==> src/include/motor_defs.svh <==
`ifndef MOTOR_DEFS_SVH
`define MOTOR_DEFS_SVH

// clk50mhz cycles per tick10 strobe.
`define CLK_DIV 5

// Width of the operator speed setting.
`define SPEED_WIDTH 10

// Ticks per commutation step are STEP_SPAN minus speed.
`define STEP_SPAN 1024

// Ticks a gate waits before it turns on.
`define DEAD_TICKS 4

// clk50mhz cycles per UART bit, short for simulation.
`define BAUD_DIV 16

// First byte of every status frame.
`define FRAME_HEADER 8'hA5

// Free-running counter bit shown as heartbeat.
`define HEARTBEAT_BIT 22

`endif
==> src/design/motorPkg.sv <==
package motorPkg;

`include "motor_defs.svh"

    // Commutation index, 0 to 5.
    typedef logic [2:0] stepT;

    typedef struct packed {
        logic high;
        logic low;
    } legT;

    typedef struct packed {
        legT a;
        legT b;
        legT c;
    } gatesT;

    typedef struct packed {
        logic                    start;
        logic                    invOrStop;
        logic [`SPEED_WIDTH-1:0] speed;
    } motorCfgT;

    // One high-side and one low-side gate per step.
    function automatic gatesT stepPattern(input stepT s);
        gatesT g;
        g = '0;
        case (s)
            3'd0: begin g.a.high = 1'b1; g.b.low = 1'b1; end
            3'd1: begin g.a.high = 1'b1; g.c.low = 1'b1; end
            3'd2: begin g.b.high = 1'b1; g.c.low = 1'b1; end
            3'd3: begin g.b.high = 1'b1; g.a.low = 1'b1; end
            3'd4: begin g.c.high = 1'b1; g.a.low = 1'b1; end
            3'd5: begin g.c.high = 1'b1; g.b.low = 1'b1; end
            default: g = '0;
        endcase
        return g;
    endfunction

endpackage

==> src/design/uartPkg.sv <==
package uartPkg;

`include "motor_defs.svh"

    // Byte 0 is the header, sent first.
    typedef logic [0:3][7:0] frameT;

    typedef struct packed {
        logic       send;
        logic [7:0] data;
    } uartByteT;

    function automatic frameT packFrame(input logic start, input logic invOrStop,
                                        input logic [`SPEED_WIDTH-1:0] speed);
        frameT f;
        f[0] = `FRAME_HEADER;
        f[1] = {start, invOrStop, 6'b0};
        f[2] = 8'(speed >> 8);
        f[3] = speed[7:0];
        return f;
    endfunction

endpackage

==> src/design/commutationSequencer.sv <==
`timescale 1ns/10ps

`include "motor_defs.svh"

module commutationSequencer
    import motorPkg::*;
(
    input  logic     clk50mhz,
    input  logic     rst,
    input  logic     tick10,
    input  motorCfgT cfg,
    output logic     stepEvt,
    output stepT     step,
    output logic     running
);

    logic                    active;
    logic                    dirQ;
    logic                    dirChange;
    logic [`SPEED_WIDTH-1:0] span;
    logic [`SPEED_WIDTH-1:0] intervalCnt;
    stepT                    stepQ;
    stepT                    stepNxt;

    //////////////////////////////////////////////////////////////////////
    // Interval and event decode.
    //////////////////////////////////////////////////////////////////////

    assign active    = cfg.start && (cfg.speed != '0);
    assign span      = `SPEED_WIDTH'(`STEP_SPAN - cfg.speed);
    assign dirChange = running && (cfg.invOrStop != dirQ);

    // First tick after start fires at once.
    assign stepEvt = active && tick10 && !dirChange && (!running || intervalCnt == 1);

    always_comb begin
        if (!running) begin
            stepNxt = stepQ;
        end else if (cfg.invOrStop) begin
            stepNxt = (stepQ == 3'd0) ? 3'd5 : stepQ - 3'd1;
        end else begin
            stepNxt = (stepQ == 3'd5) ? 3'd0 : stepQ + 3'd1;
        end
    end

    // New index is visible during the event cycle.
    assign step = stepEvt ? stepNxt : stepQ;

    //////////////////////////////////////////////////////////////////////
    // State.
    //////////////////////////////////////////////////////////////////////

    always_ff @(posedge clk50mhz) begin
        if (rst) begin
            running     <= 1'b0;
            stepQ       <= '0;
            intervalCnt <= '0;
            dirQ        <= 1'b0;
        end else begin
            dirQ <= cfg.invOrStop;
            if (!active) begin
                running <= 1'b0;
            end else if (stepEvt) begin
                running     <= 1'b1;
                stepQ       <= stepNxt;
                intervalCnt <= span;
            end else if (dirChange) begin
                intervalCnt <= span;
            end else if (tick10 && running) begin
                intervalCnt <= intervalCnt - 1'b1;
            end
        end
    end

    stepInRange: assert property (@(posedge clk50mhz) disable iff (rst) step <= 3'd5)
        else $error("step index out of range");

endmodule

==> src/design/configReporter.sv <==
`timescale 1ns/10ps

module configReporter
    import motorPkg::*;
    import uartPkg::*;
(
    input  logic     clk50mhz,
    input  logic     rst,
    input  motorCfgT cfg,
    input  logic     busy,
    output uartByteT byteOut
);

    motorCfgT   sentCfg;
    frameT      frame;
    frameT      newFrame;
    logic       pending;
    logic       inFrame;
    logic [1:0] byteIdx;
    logic       txIdle;

    assign newFrame = packFrame(cfg.start, cfg.invOrStop, cfg.speed);

    // Wait one cycle after a strobe for busy to rise.
    assign txIdle = !busy && !byteOut.send;

    always_ff @(posedge clk50mhz) begin
        if (rst) begin
            sentCfg      <= '0;
            pending      <= 1'b1;
            inFrame      <= 1'b0;
            byteIdx      <= '0;
            byteOut.send <= 1'b0;
        end else begin
            byteOut.send <= 1'b0;
            if (txIdle) begin
                if (inFrame) begin
                    byteOut.send <= 1'b1;
                    byteIdx      <= byteIdx + 1'b1;
                    if (byteIdx == 2'd3) begin
                        inFrame <= 1'b0;
                    end
                end else if (pending || cfg != sentCfg) begin
                    // Snapshot taken as the header goes out.
                    sentCfg      <= cfg;
                    pending      <= 1'b0;
                    inFrame      <= 1'b1;
                    byteIdx      <= 2'd1;
                    byteOut.send <= 1'b1;
                end
            end
        end
    end

    always_ff @(posedge clk50mhz) begin
        if (txIdle && !inFrame) begin
            frame        <= newFrame;
            byteOut.data <= newFrame[0];
        end else if (txIdle) begin
            byteOut.data <= frame[byteIdx];
        end
    end

endmodule

==> src/design/gateDriver.sv <==
`timescale 1ns/10ps

`include "motor_defs.svh"

module gateDriver
    import motorPkg::*;
(
    input  logic  clk50mhz,
    input  logic  rst,
    input  logic  tick10,
    input  logic  stepEvt,
    input  stepT  step,
    input  logic  running,
    output gatesT gates
);

    localparam int DeadW = $clog2(`DEAD_TICKS + 1);

    gatesT            target;
    gatesT            nextPattern;
    logic             pending;
    logic [DeadW-1:0] deadCnt;

    assign nextPattern = stepPattern(step);

    //////////////////////////////////////////////////////////////////////
    // Break before make.
    //////////////////////////////////////////////////////////////////////

    always_ff @(posedge clk50mhz) begin
        if (rst) begin
            gates   <= '0;
            pending <= 1'b0;
            deadCnt <= '0;
        end else if (stepEvt) begin
            // Keep only gates shared with the next step.
            gates   <= gates & nextPattern;
            pending <= 1'b1;
            deadCnt <= DeadW'(`DEAD_TICKS);
        end else if (!running) begin
            gates   <= '0;
            pending <= 1'b0;
        end else if (pending && tick10) begin
            if (deadCnt == 1) begin
                gates   <= target;
                pending <= 1'b0;
            end else begin
                deadCnt <= deadCnt - 1'b1;
            end
        end
    end

    always_ff @(posedge clk50mhz) begin
        if (stepEvt) begin
            target <= nextPattern;
        end
    end

    //////////////////////////////////////////////////////////////////////
    // Bridge safety.
    //////////////////////////////////////////////////////////////////////

    noShootThrough: assert property (@(posedge clk50mhz) disable iff (rst)
        !(gates.a.high && gates.a.low) && !(gates.b.high && gates.b.low)
        && !(gates.c.high && gates.c.low))
        else $error("leg shoot-through");

    // Each rise ends the dead time that a step event started.
    riseNeedsEvt: assert property (@(posedge clk50mhz) disable iff (rst)
        |(gates & ~$past(gates)) |-> $past(stepEvt, `DEAD_TICKS * `CLK_DIV + 1))
        else $error("gate rose without a step event");

endmodule

==> src/design/motorTop.sv <==
`timescale 1ns/10ps

`include "motor_defs.svh"

module motorTop
    import motorPkg::*;
    import uartPkg::*;
(
    input  logic                    clk50mhz,
    input  logic                    rst,
    input  logic                    start,
    input  logic                    invOrStop,
    input  logic [`SPEED_WIDTH-1:0] speed,
    output logic                    aH,
    output logic                    aL,
    output logic                    bH,
    output logic                    bL,
    output logic                    cH,
    output logic                    cL,
    output logic                    uTx,
    output logic [3:0]              led4
);

    motorCfgT cfg;
    gatesT    gates;
    stepT     step;
    uartByteT txByte;
    logic     tick10;
    logic     heartbeat;
    logic     stepEvt;
    logic     running;
    logic     busy;

    assign cfg = {start, invOrStop, speed};

    timebase tb (.clk50mhz, .rst, .tick10, .heartbeat);

    commutationSequencer seq (.clk50mhz, .rst, .tick10, .cfg, .stepEvt, .step, .running);

    gateDriver gd (.clk50mhz, .rst, .tick10, .stepEvt, .step, .running, .gates);

    configReporter rep (.clk50mhz, .rst, .cfg, .busy, .byteOut(txByte));

    uartTx tx (.clk50mhz, .rst, .byteIn(txByte), .busy, .uTx);

    // Struct order is a, b, c with high before low.
    assign {aH, aL, bH, bL, cH, cL} = gates;

    assign led4 = {busy, invOrStop, running, heartbeat};

endmodule

==> src/design/timebase.sv <==
`timescale 1ns/10ps

`include "motor_defs.svh"

module timebase (
    input  logic clk50mhz,
    input  logic rst,
    output logic tick10,
    output logic heartbeat
);

    localparam int DivW = $clog2(`CLK_DIV);

    logic [DivW-1:0]           divCnt;
    logic [`HEARTBEAT_BIT:0]   hbCnt;

    // One strobe per CLK_DIV cycles stands in for the 10 MHz clock.
    always_ff @(posedge clk50mhz) begin
        if (rst) begin
            divCnt <= '0;
            tick10 <= 1'b0;
            hbCnt  <= '0;
        end else begin
            hbCnt <= hbCnt + 1'b1;
            if (divCnt == DivW'(`CLK_DIV - 1)) begin
                divCnt <= '0;
                tick10 <= 1'b1;
            end else begin
                divCnt <= divCnt + 1'b1;
                tick10 <= 1'b0;
            end
        end
    end

    assign heartbeat = hbCnt[`HEARTBEAT_BIT];

endmodule

==> src/design/uartTx.sv <==
`timescale 1ns/10ps

`include "motor_defs.svh"

module uartTx
    import uartPkg::*;
(
    input  logic     clk50mhz,
    input  logic     rst,
    input  uartByteT byteIn,
    output logic     busy,
    output logic     uTx
);

    localparam int BaudW = $clog2(`BAUD_DIV);

    logic [BaudW-1:0] baudCnt;
    logic [3:0]       bitCnt;
    logic [9:0]       shifter;

    // Line follows bit 0; idle shifter is all ones.
    assign uTx = shifter[0];

    always_ff @(posedge clk50mhz) begin
        if (rst) begin
            busy    <= 1'b0;
            baudCnt <= '0;
            bitCnt  <= '0;
            shifter <= '1;
        end else if (!busy) begin
            if (byteIn.send) begin
                shifter <= {1'b1, byteIn.data, 1'b0};
                busy    <= 1'b1;
                baudCnt <= '0;
                bitCnt  <= '0;
            end
        end else if (baudCnt == BaudW'(`BAUD_DIV - 1)) begin
            baudCnt <= '0;
            shifter <= {1'b1, shifter[9:1]};
            bitCnt  <= bitCnt + 1'b1;
            if (bitCnt == 4'd9) begin
                busy <= 1'b0;
            end
        end else begin
            baudCnt <= baudCnt + 1'b1;
        end
    end

    noSendWhileBusy: assert property (@(posedge clk50mhz) disable iff (rst)
        byteIn.send |-> !busy)
        else $error("byte offered while transmitter busy");

endmodule

==> config.mk <==
export PLATFORM = sky130hd
export DESIGN_NAME = motorTop
export DESIGN_NICKNAME = d
export VERILOG_FILES = /design/src/design/motorPkg.sv /design/src/design/uartPkg.sv /design/src/design/commutationSequencer.sv /design/src/design/configReporter.sv /design/src/design/gateDriver.sv /design/src/design/motorTop.sv /design/src/design/timebase.sv /design/src/design/uartTx.sv
export VERILOG_INCLUDE_DIRS = /design/src /design/src/include
export SDC_FILE = /design/constraint.sdc
export NUM_CORES = 1
export LEC_CHECK = 0
export BUFFER_PORTS_ARGS = -buffer_cell sky130_fd_sc_hd__clkbuf_2
export CORE_UTILIZATION = 49
export CTS_CLUSTER_SIZE = 24
export DETAILED_ROUTE_END_ITERATION = 7
export GPL_TIMING_DRIVEN = 0
export HOLD_SLACK_MARGIN = 0.12
export PLACE_DENSITY_LB_ADDON = 0.1
export SYNTH_ARGS = -nofsm -noshare
export SYNTH_HDL_FRONTEND = slang
export SYNTH_SLANG_ARGS = --single-unit
==> constraint.sdc <==
create_clock -name clk50mhz -period 2.5 [get_ports clk50mhz]
set_clock_uncertainty 0.2 [all_clocks]
set_input_delay 0.25 -clock clk50mhz [delete_from_list [all_inputs] [get_ports clk50mhz]]
set_output_delay 0.25 -clock clk50mhz [all_outputs]
set_load 0.1 [all_outputs]
==> results of run 1 <==
-- worst min-delay path by stage --
stage                               to  slack [ns]
global placement           rep.pending        0.23
finish              seq.intervalCnt[6]        0.13
global route        seq.intervalCnt[6]        0.18
CTS                 seq.intervalCnt[6]        0.13
floorplan                 rep.frame[0]        0.15
detailed placement         rep.pending        0.24
-- through the flow --
step | setup slack, ns | power (mW) | setup TNS (ns)
global route | -0.217 | 5.10 | -2.02
finish | -0.126 | 4.92 | -0.610
floorplan | -0.0790 | 2.36 | -0.0829
detailed placement | -0.388 | 2.48 | -10.19
global placement | -0.389 | 2.47 | -9.25
CTS | -0.0908 | 4.94 | -0.346
-- registers in the layout (all words and copies together) (netlist names), 6 cells and up --
signal	cells
tb.hbCnt	23
rep.frame	12
rep.sentCfg	12
seq.intervalCnt	10
rep.byteOut	9
tx.shifter	9
gd.gates	6
gd.target	6
-- kinds of logic after synthesis --
| kind of cell | Yosys count | synth area share |
|---|---|---|
| XOR/XNOR | 40 | 0.0656 |
| AO/OA/AOI/OAI | 120 | 0.147 |
| multiplexers | 20 | 0.0417 |
| adder cells (fa/ha/maj) | 13 | 0.0305 |
| AND/OR/NAND/NOR | 233 | 0.215 |
| buffers and inverters | 53 | 0.0431 |
| flip-flops | 113 | 0.458 |
-- per-layer routing --
metal	global-route usage	wire length, um	vias to the layer above	share of wire
li1	-	-	2224	-
met1	0.273	5430	2119	0.45
met2	0.404	6160	62	0.51
met3	0.0638	399	15	0.033
met4	0.0794	159	0	0.013
met5	0	0	-	0
-- worst register-to-register path, delay by kind of cell, from the launching register on --
family          cells  cell delay [ns]
simple gates        3             0.64
compound gates      1             0.42
mux                 2             0.34
flops               1             0.33
buf+inv             3             0.31
fa+ha+maj           1             0.12
-- where the power goes --
group / internal, mW / leakage (nW) / total, mW / switching (mW)
Sequential: 1.96 / 0.959 / 2.01 / 0.0552
Clock: 1.61 / 0.300 / 2.44 / 0.833
Combinational: 0.170 / 1.40 / 0.470 / 0.300
-- final cells by class --
class / instances / area [sq um] / share of cell area
timing repair buffer: 57 / 438 / 0.0651
clock inverter: 9 / 100 / 0.0149
multi-input combinational: 426 / 2790 / 0.415
buffer: 31 / 179 / 0.0266
clock buffer: 23 / 509 / 0.0757
inverter: 21 / 88.8 / 0.0132
tap: 136 / 170 / 0.0253
sequential: 113 / 2450 / 0.364
-- what timing repair did --
action | in CTS | in global routing
hold buffers | 18 | 0
endpoints found under the setup margin | 40 | 43
hold endpoints to repair | 32 | 0
gates cloned | 0 | 1
setup buffers | 13 | 3
resized for setup | 15 | 31
pin swaps | 7 | 10
-- Yosys cell counts, types with 3 or more instances --
cell type	number	area, sq um
nand3_1	20	100
nor4_1	5	31.3
inv_1	19	71.3
mux2i_1	16	160
nor2b_1	11	68.8
a21o_1	3	22.5
nor3b_1	4	30.0
nor2_1	68	255
buf_1	5	18.8
a21oi_1	39	195
xor2_1	32	280
or2_2	4	25.0
o21a_1	3	22.5
edfxtp_1	18	541
a22oi_1	4	30.0
or3_1	6	37.5
dfxtp_1	95	1900
buf_2	5	25.0
and3_1	9	56.3
a21boi_0	3	22.5
nand4_1	5	31.3
nor3_1	10	50.1
a31oi_1	7	43.8
nand2b_1	3	18.8
o21ai_0	29	145
and2_1	7	43.8
xnor2_1	8	70.1
o211ai_1	7	52.6
ha_1	13	163
nand2_1	65	244
clkbuf_1	17	63.8
buf_4	4	30.0
o31ai_1	3	22.5
==> flow_metrics.env, run 1 <==
export IMPL_antenna_found_initial=0
export IMPL_io_pins=25
export IMPL_outcome="finished, violations left"
export IMPL_drive_gt1_frac=0.187
export IMPL_cts_sinks=113
export IMPL_placed_area_sq_um=5680
export IMPL_cp_depth=10
export IMPL_setup_slack_ns=-0.126
export IMPL_reg2reg_from="seq.intervalCnt[1]"
export IMPL_crit_buf_inv=3
export IMPL_setup_viol=10
export IMPL_design_area_sq_um=6730
export IMPL_fin_cells=816
export IMPL_maxCapViolations=0
export IMPL_cp_arrival_ns=2.70
export IMPL_area_growth_pct=26.0
export IMPL_ff2ff_path_depth=10
export IMPL_gp_congestion=0.791
export IMPL_grt_max_degree=22
export IMPL_clock_latency_ns=0.53
export IMPL_cp_start_kind="register"
export IMPL_synth_edf_count=18
export IMPL_overflow=0
export IMPL_period_needed_ns=2.63
export IMPL_layout_commonest_cell="dfxtp_1"
export IMPL_post_route_period_util=1.05
export IMPL_coreArea_sq_um=10500
export IMPL_dp_cells=751
export IMPL_diodes=0
export IMPL_drt_iter0_drc=276
export IMPL_end_kind="register"
export IMPL_fmax_ghz=0.381
export IMPL_hold_start="speed[6]"
export IMPL_fin_hold_ws_ns=0.135
export IMPL_cts_max_path_buffers=2
export IMPL_final_cell_mix="dfxtp_1 (92), nor2_1 (65), nand2_1 (65)"
export IMPL_dieArea_sq_um=11300
export IMPL_final_nets=694
export IMPL_final_core_util=0.643
export IMPL_crit_family="simple AND/OR/NAND/NOR gates"
export IMPL_vias=4420
export IMPL_grt_pass1_wl_mm=20.4
export IMPL_violations="negative setup slack"
export IMPL_power_density_nw_per_um2=732
export IMPL_critPathKind="register to register"
export IMPL_synthFlopType="dfxtp_1"
export IMPL_rows=37
export IMPL_wl_mm=12.2
export IMPL_rsz0062_at_grt="yes"
export IMPL_ys_seq_elements=113
export IMPL_cts_tree="yes"
export IMPL_numCtsBuffers=17
export IMPL_path_cells="inv_2, ha_4, or3b_4, o41ai_4, nand2_4, inv_4, mux2i_4, buf_6, and2_4, mux2_4"
export IMPL_drtAntennaViolNets=0
export IMPL_synth_cells=592
export IMPL_clk_pin_slew_ns=0.06
export IMPL_slowest_delay_ns=0.42
export IMPL_yosysWarningCount=0
export IMPL_hold_viol_final=0
export IMPL_hold_depth=5
export IMPL_synthArstFlopShare=0
export IMPL_grt_pass1_vias=4332
export IMPL_ys_seq_area_frac=0.458
export IMPL_required_ns=2.57
export IMPL_drc=0
export IMPL_crit_fanout=4
export IMPL_slew_limit_headroom=0.478
export IMPL_syn_area_sq_um=5340
export IMPL_slowest_stage="o41ai_4"
export IMPL_wl_per_cell_um=14.9
export IMPL_synth_avg_cell_area_sq_um=9.02
export IMPL_worst_pin_slew_ns=0.783
export IMPL_post_drt_via_cell_ratio=5.42
export IMPL_io_buffer_count=23
export IMPL_grt_usage=0.232
export IMPL_critPathLaunch="seq.intervalCnt[1]"
export IMPL_min_path_type="input port to register"
export IMPL_crit_path_end="gd.target[4]"
export IMPL_leakage_nw=2.66
export IMPL_fill_cells=867
export IMPL_ir_worst_vdd_mv=0.457
export IMPL_ys_types=72
export IMPL_initial_core_util=0.510
export IMPL_detailedRoute_firstPassIterationCount=4
export IMPL_hpwl_mm=8.08
export IMPL_ctsRootBufferMaster="clkbuf_8"
export IMPL_rrSetupSlack_ns=-0.13
export IMPL_r2r_end="gd.target[4]"
export IMPL_h_tree_depth=4
export IMPL_synth_fp_nets=619
export IMPL_die_h_um=106
export IMPL_die_x_um=106
export IMPL_slew_violations=0
No activity file was read; power rests on OpenSTA's default activity.
==> inputs of run 2 (changes only) <==
- TNS_END_PERCENT: unset -> 10
==> run 2 against run 1 <==
  * The flow still finishes with violations (negative setup slack)
  * Clock power rose by 4%
  * Maximum frequency rose by 0.11%
  * First-iteration DRC count fell by 22%
  * Register-to-register slack barely moved
  * Setup slack improved by 0.0028 ns
  * Sequential power barely moved
  * Combinational power fell by 2%
  * Critical path type unchanged
  * Largest cell class unchanged
  * Largest power group unchanged
==> flow_metrics.env, run 2 (synthesized netlist as in run 1, its figures left out) <==
export IMPL_setup_slack_ns=-0.124
export IMPL_grt_pass1_vias=4366
export IMPL_cts_tree="yes"
export IMPL_rows=37
export IMPL_layout_commonest_cell="dfxtp_1"
export IMPL_critPathLaunch="seq.intervalCnt[1]"
export IMPL_reg2reg_from="seq.intervalCnt[1]"
export IMPL_final_nets=691
export IMPL_wl_per_cell_um=15.1
export IMPL_h_tree_depth=4
export IMPL_hold_viol_final=0
export IMPL_hold_start="speed[8]"
export IMPL_required_ns=2.57
export IMPL_dp_cells=751
export IMPL_slew_violations=0
export IMPL_ff2ff_path_depth=9
export IMPL_die_h_um=106
export IMPL_io_buffer_count=23
export IMPL_outcome="finished, violations left"
export IMPL_clock_latency_ns=0.52
export IMPL_maxCapViolations=0
export IMPL_hpwl_mm=8.12
export IMPL_dieArea_sq_um=11300
export IMPL_end_kind="register"
export IMPL_fin_cells=813
export IMPL_setup_viol=7
export IMPL_rsz0062_at_grt="yes"
export IMPL_cp_arrival_ns=2.69
export IMPL_violations="negative setup slack"
export IMPL_cts_max_path_buffers=2
export IMPL_clk_pin_slew_ns=0.06
export IMPL_final_cell_mix="dfxtp_1 (92), nor2_1 (65), nand2_1 (65)"
export IMPL_overflow=0
export IMPL_largest_reg_flops=23
export IMPL_diodes=0
export IMPL_drtAntennaViolNets=0
export IMPL_antenna_found_initial=0
export IMPL_ir_worst_vdd_mv=0.653
export IMPL_top_regs="tb.hbCnt: 23 flops, rep.frame: 12 flops, rep.sentCfg: 12 flops"
export IMPL_slew_limit_headroom=0.468
export IMPL_initial_core_util=0.510
export IMPL_period_needed_ns=2.62
export IMPL_top_register="tb.hbCnt"
export IMPL_grt_usage=0.232
export IMPL_drt_iter0_drc=214
export IMPL_coreArea_sq_um=10500
export IMPL_numCtsBuffers=17
export IMPL_fill_cells=885
export IMPL_area_growth_pct=24.7
export IMPL_wl_mm=12.3
export IMPL_min_path_type="input port to register"
export IMPL_drive_gt1_frac=0.170
export IMPL_hold_depth=6
export IMPL_fmax_ghz=0.381
export IMPL_design_area_sq_um=6660
export IMPL_grt_max_degree=22
export IMPL_ctsRootBufferMaster="clkbuf_8"
export IMPL_detailedRoute_firstPassIterationCount=5
export IMPL_power_density_nw_per_um2=754
export IMPL_cts_sinks=113
export IMPL_crit_fanout=5
export IMPL_gp_congestion=0.792
export IMPL_die_x_um=106
export IMPL_worst_pin_slew_ns=0.797
export IMPL_critPathKind="register to register"
export IMPL_drc=0
export IMPL_io_pins=25
export IMPL_post_drt_via_cell_ratio=5.43
export IMPL_placed_area_sq_um=5680
export IMPL_leakage_nw=2.63
export IMPL_cp_start_kind="register"
export IMPL_grt_pass1_wl_mm=20.5
export IMPL_vias=4418
export IMPL_post_route_period_util=1.05
run 2: metal layers:
metal	wire (um)	vias up	global-route usage	part of all wire
met5	0	-	0	0
met4	161	0	0.0853	0.013
met3	380	17	0.0619	0.031
met2	6230	74	0.408	0.51
met1	5490	2112	0.269	0.45
li1	-	2215	-	-
run 2: where the power goes:
group / switching (mW) / leakage (nW) / internal, mW / total [mW]
clock network: 0.835 / 0.314 / 1.71 / 2.54
logic: 0.294 / 1.36 / 0.168 / 0.462
registers: 0.0605 / 0.959 / 1.95 / 2.02
run 2: path summary, 6_finish.rpt:
kind / to / slack [ns]
worst max-delay path: gd.target[4] / -0.12
worst min-delay path: seq.intervalCnt[8] / 0.16
worst max register to register: gd.target[4] / -0.12
worst min register to register: rep.pending / 0.25
run 2: final cells by class:
type | count | area, sq um | share of cell area
tap | 136 | 170 | 0.0256
timing repair buffer | 54 | 399 | 0.0600
buffer | 31 | 169 | 0.0254
clock inverter | 9 | 123 | 0.0184
sequential | 113 | 2450 | 0.368
inverter | 21 | 88.8 | 0.0133
clock buffer | 23 | 509 | 0.0765
multi-input combinational | 426 | 2750 | 0.413
run 2: metrics by stage:
| step | util | worst slack, ns | setup TNS [ns] | hold WS (ns) | power (mW) |
|---|---|---|---|---|---|
| 2_1_floorplan | - | -0.0790 | -0.0829 | 0.149 | 2.36 |
| 3_3_place_gp | 0.543 | -0.389 | -9.27 | 0.230 | 2.47 |
| 3_5_place_dp | 0.543 | -0.395 | -9.96 | 0.234 | 2.48 |
| 4_1_cts | 0.634 | -0.0965 | -0.344 | 0.146 | 5.05 |
| 5_1_grt | 0.636 | -0.218 | -1.66 | 0.197 | 5.19 |
| 6_report | 0.636 | -0.124 | -0.512 | 0.157 | 5.02 |
run 2: worst max-delay path, cell delays in order, from the launching register on:
cell and delay, ns:
dfxtp_2 0.32, inv_2 0.07, ha_4 0.13, or3b_4 0.41, o41ai_4 0.42, nand2_4 0.09
inv_4 0.09, mux2i_4 0.31, nor2_2 0.07, mux2_4 0.26
run 2: repair_timing:
| action | in CTS | in global routing |
|---|---|---|
| pin swaps | 5 | 8 |
| hold buffers | 19 | 0 |
| hold endpoints to repair | 32 | 0 |
| buffers inserted | 12 | 0 |
| gates resized for setup | 13 | 14 |
| endpoints found under the setup margin | 35 | 41 |
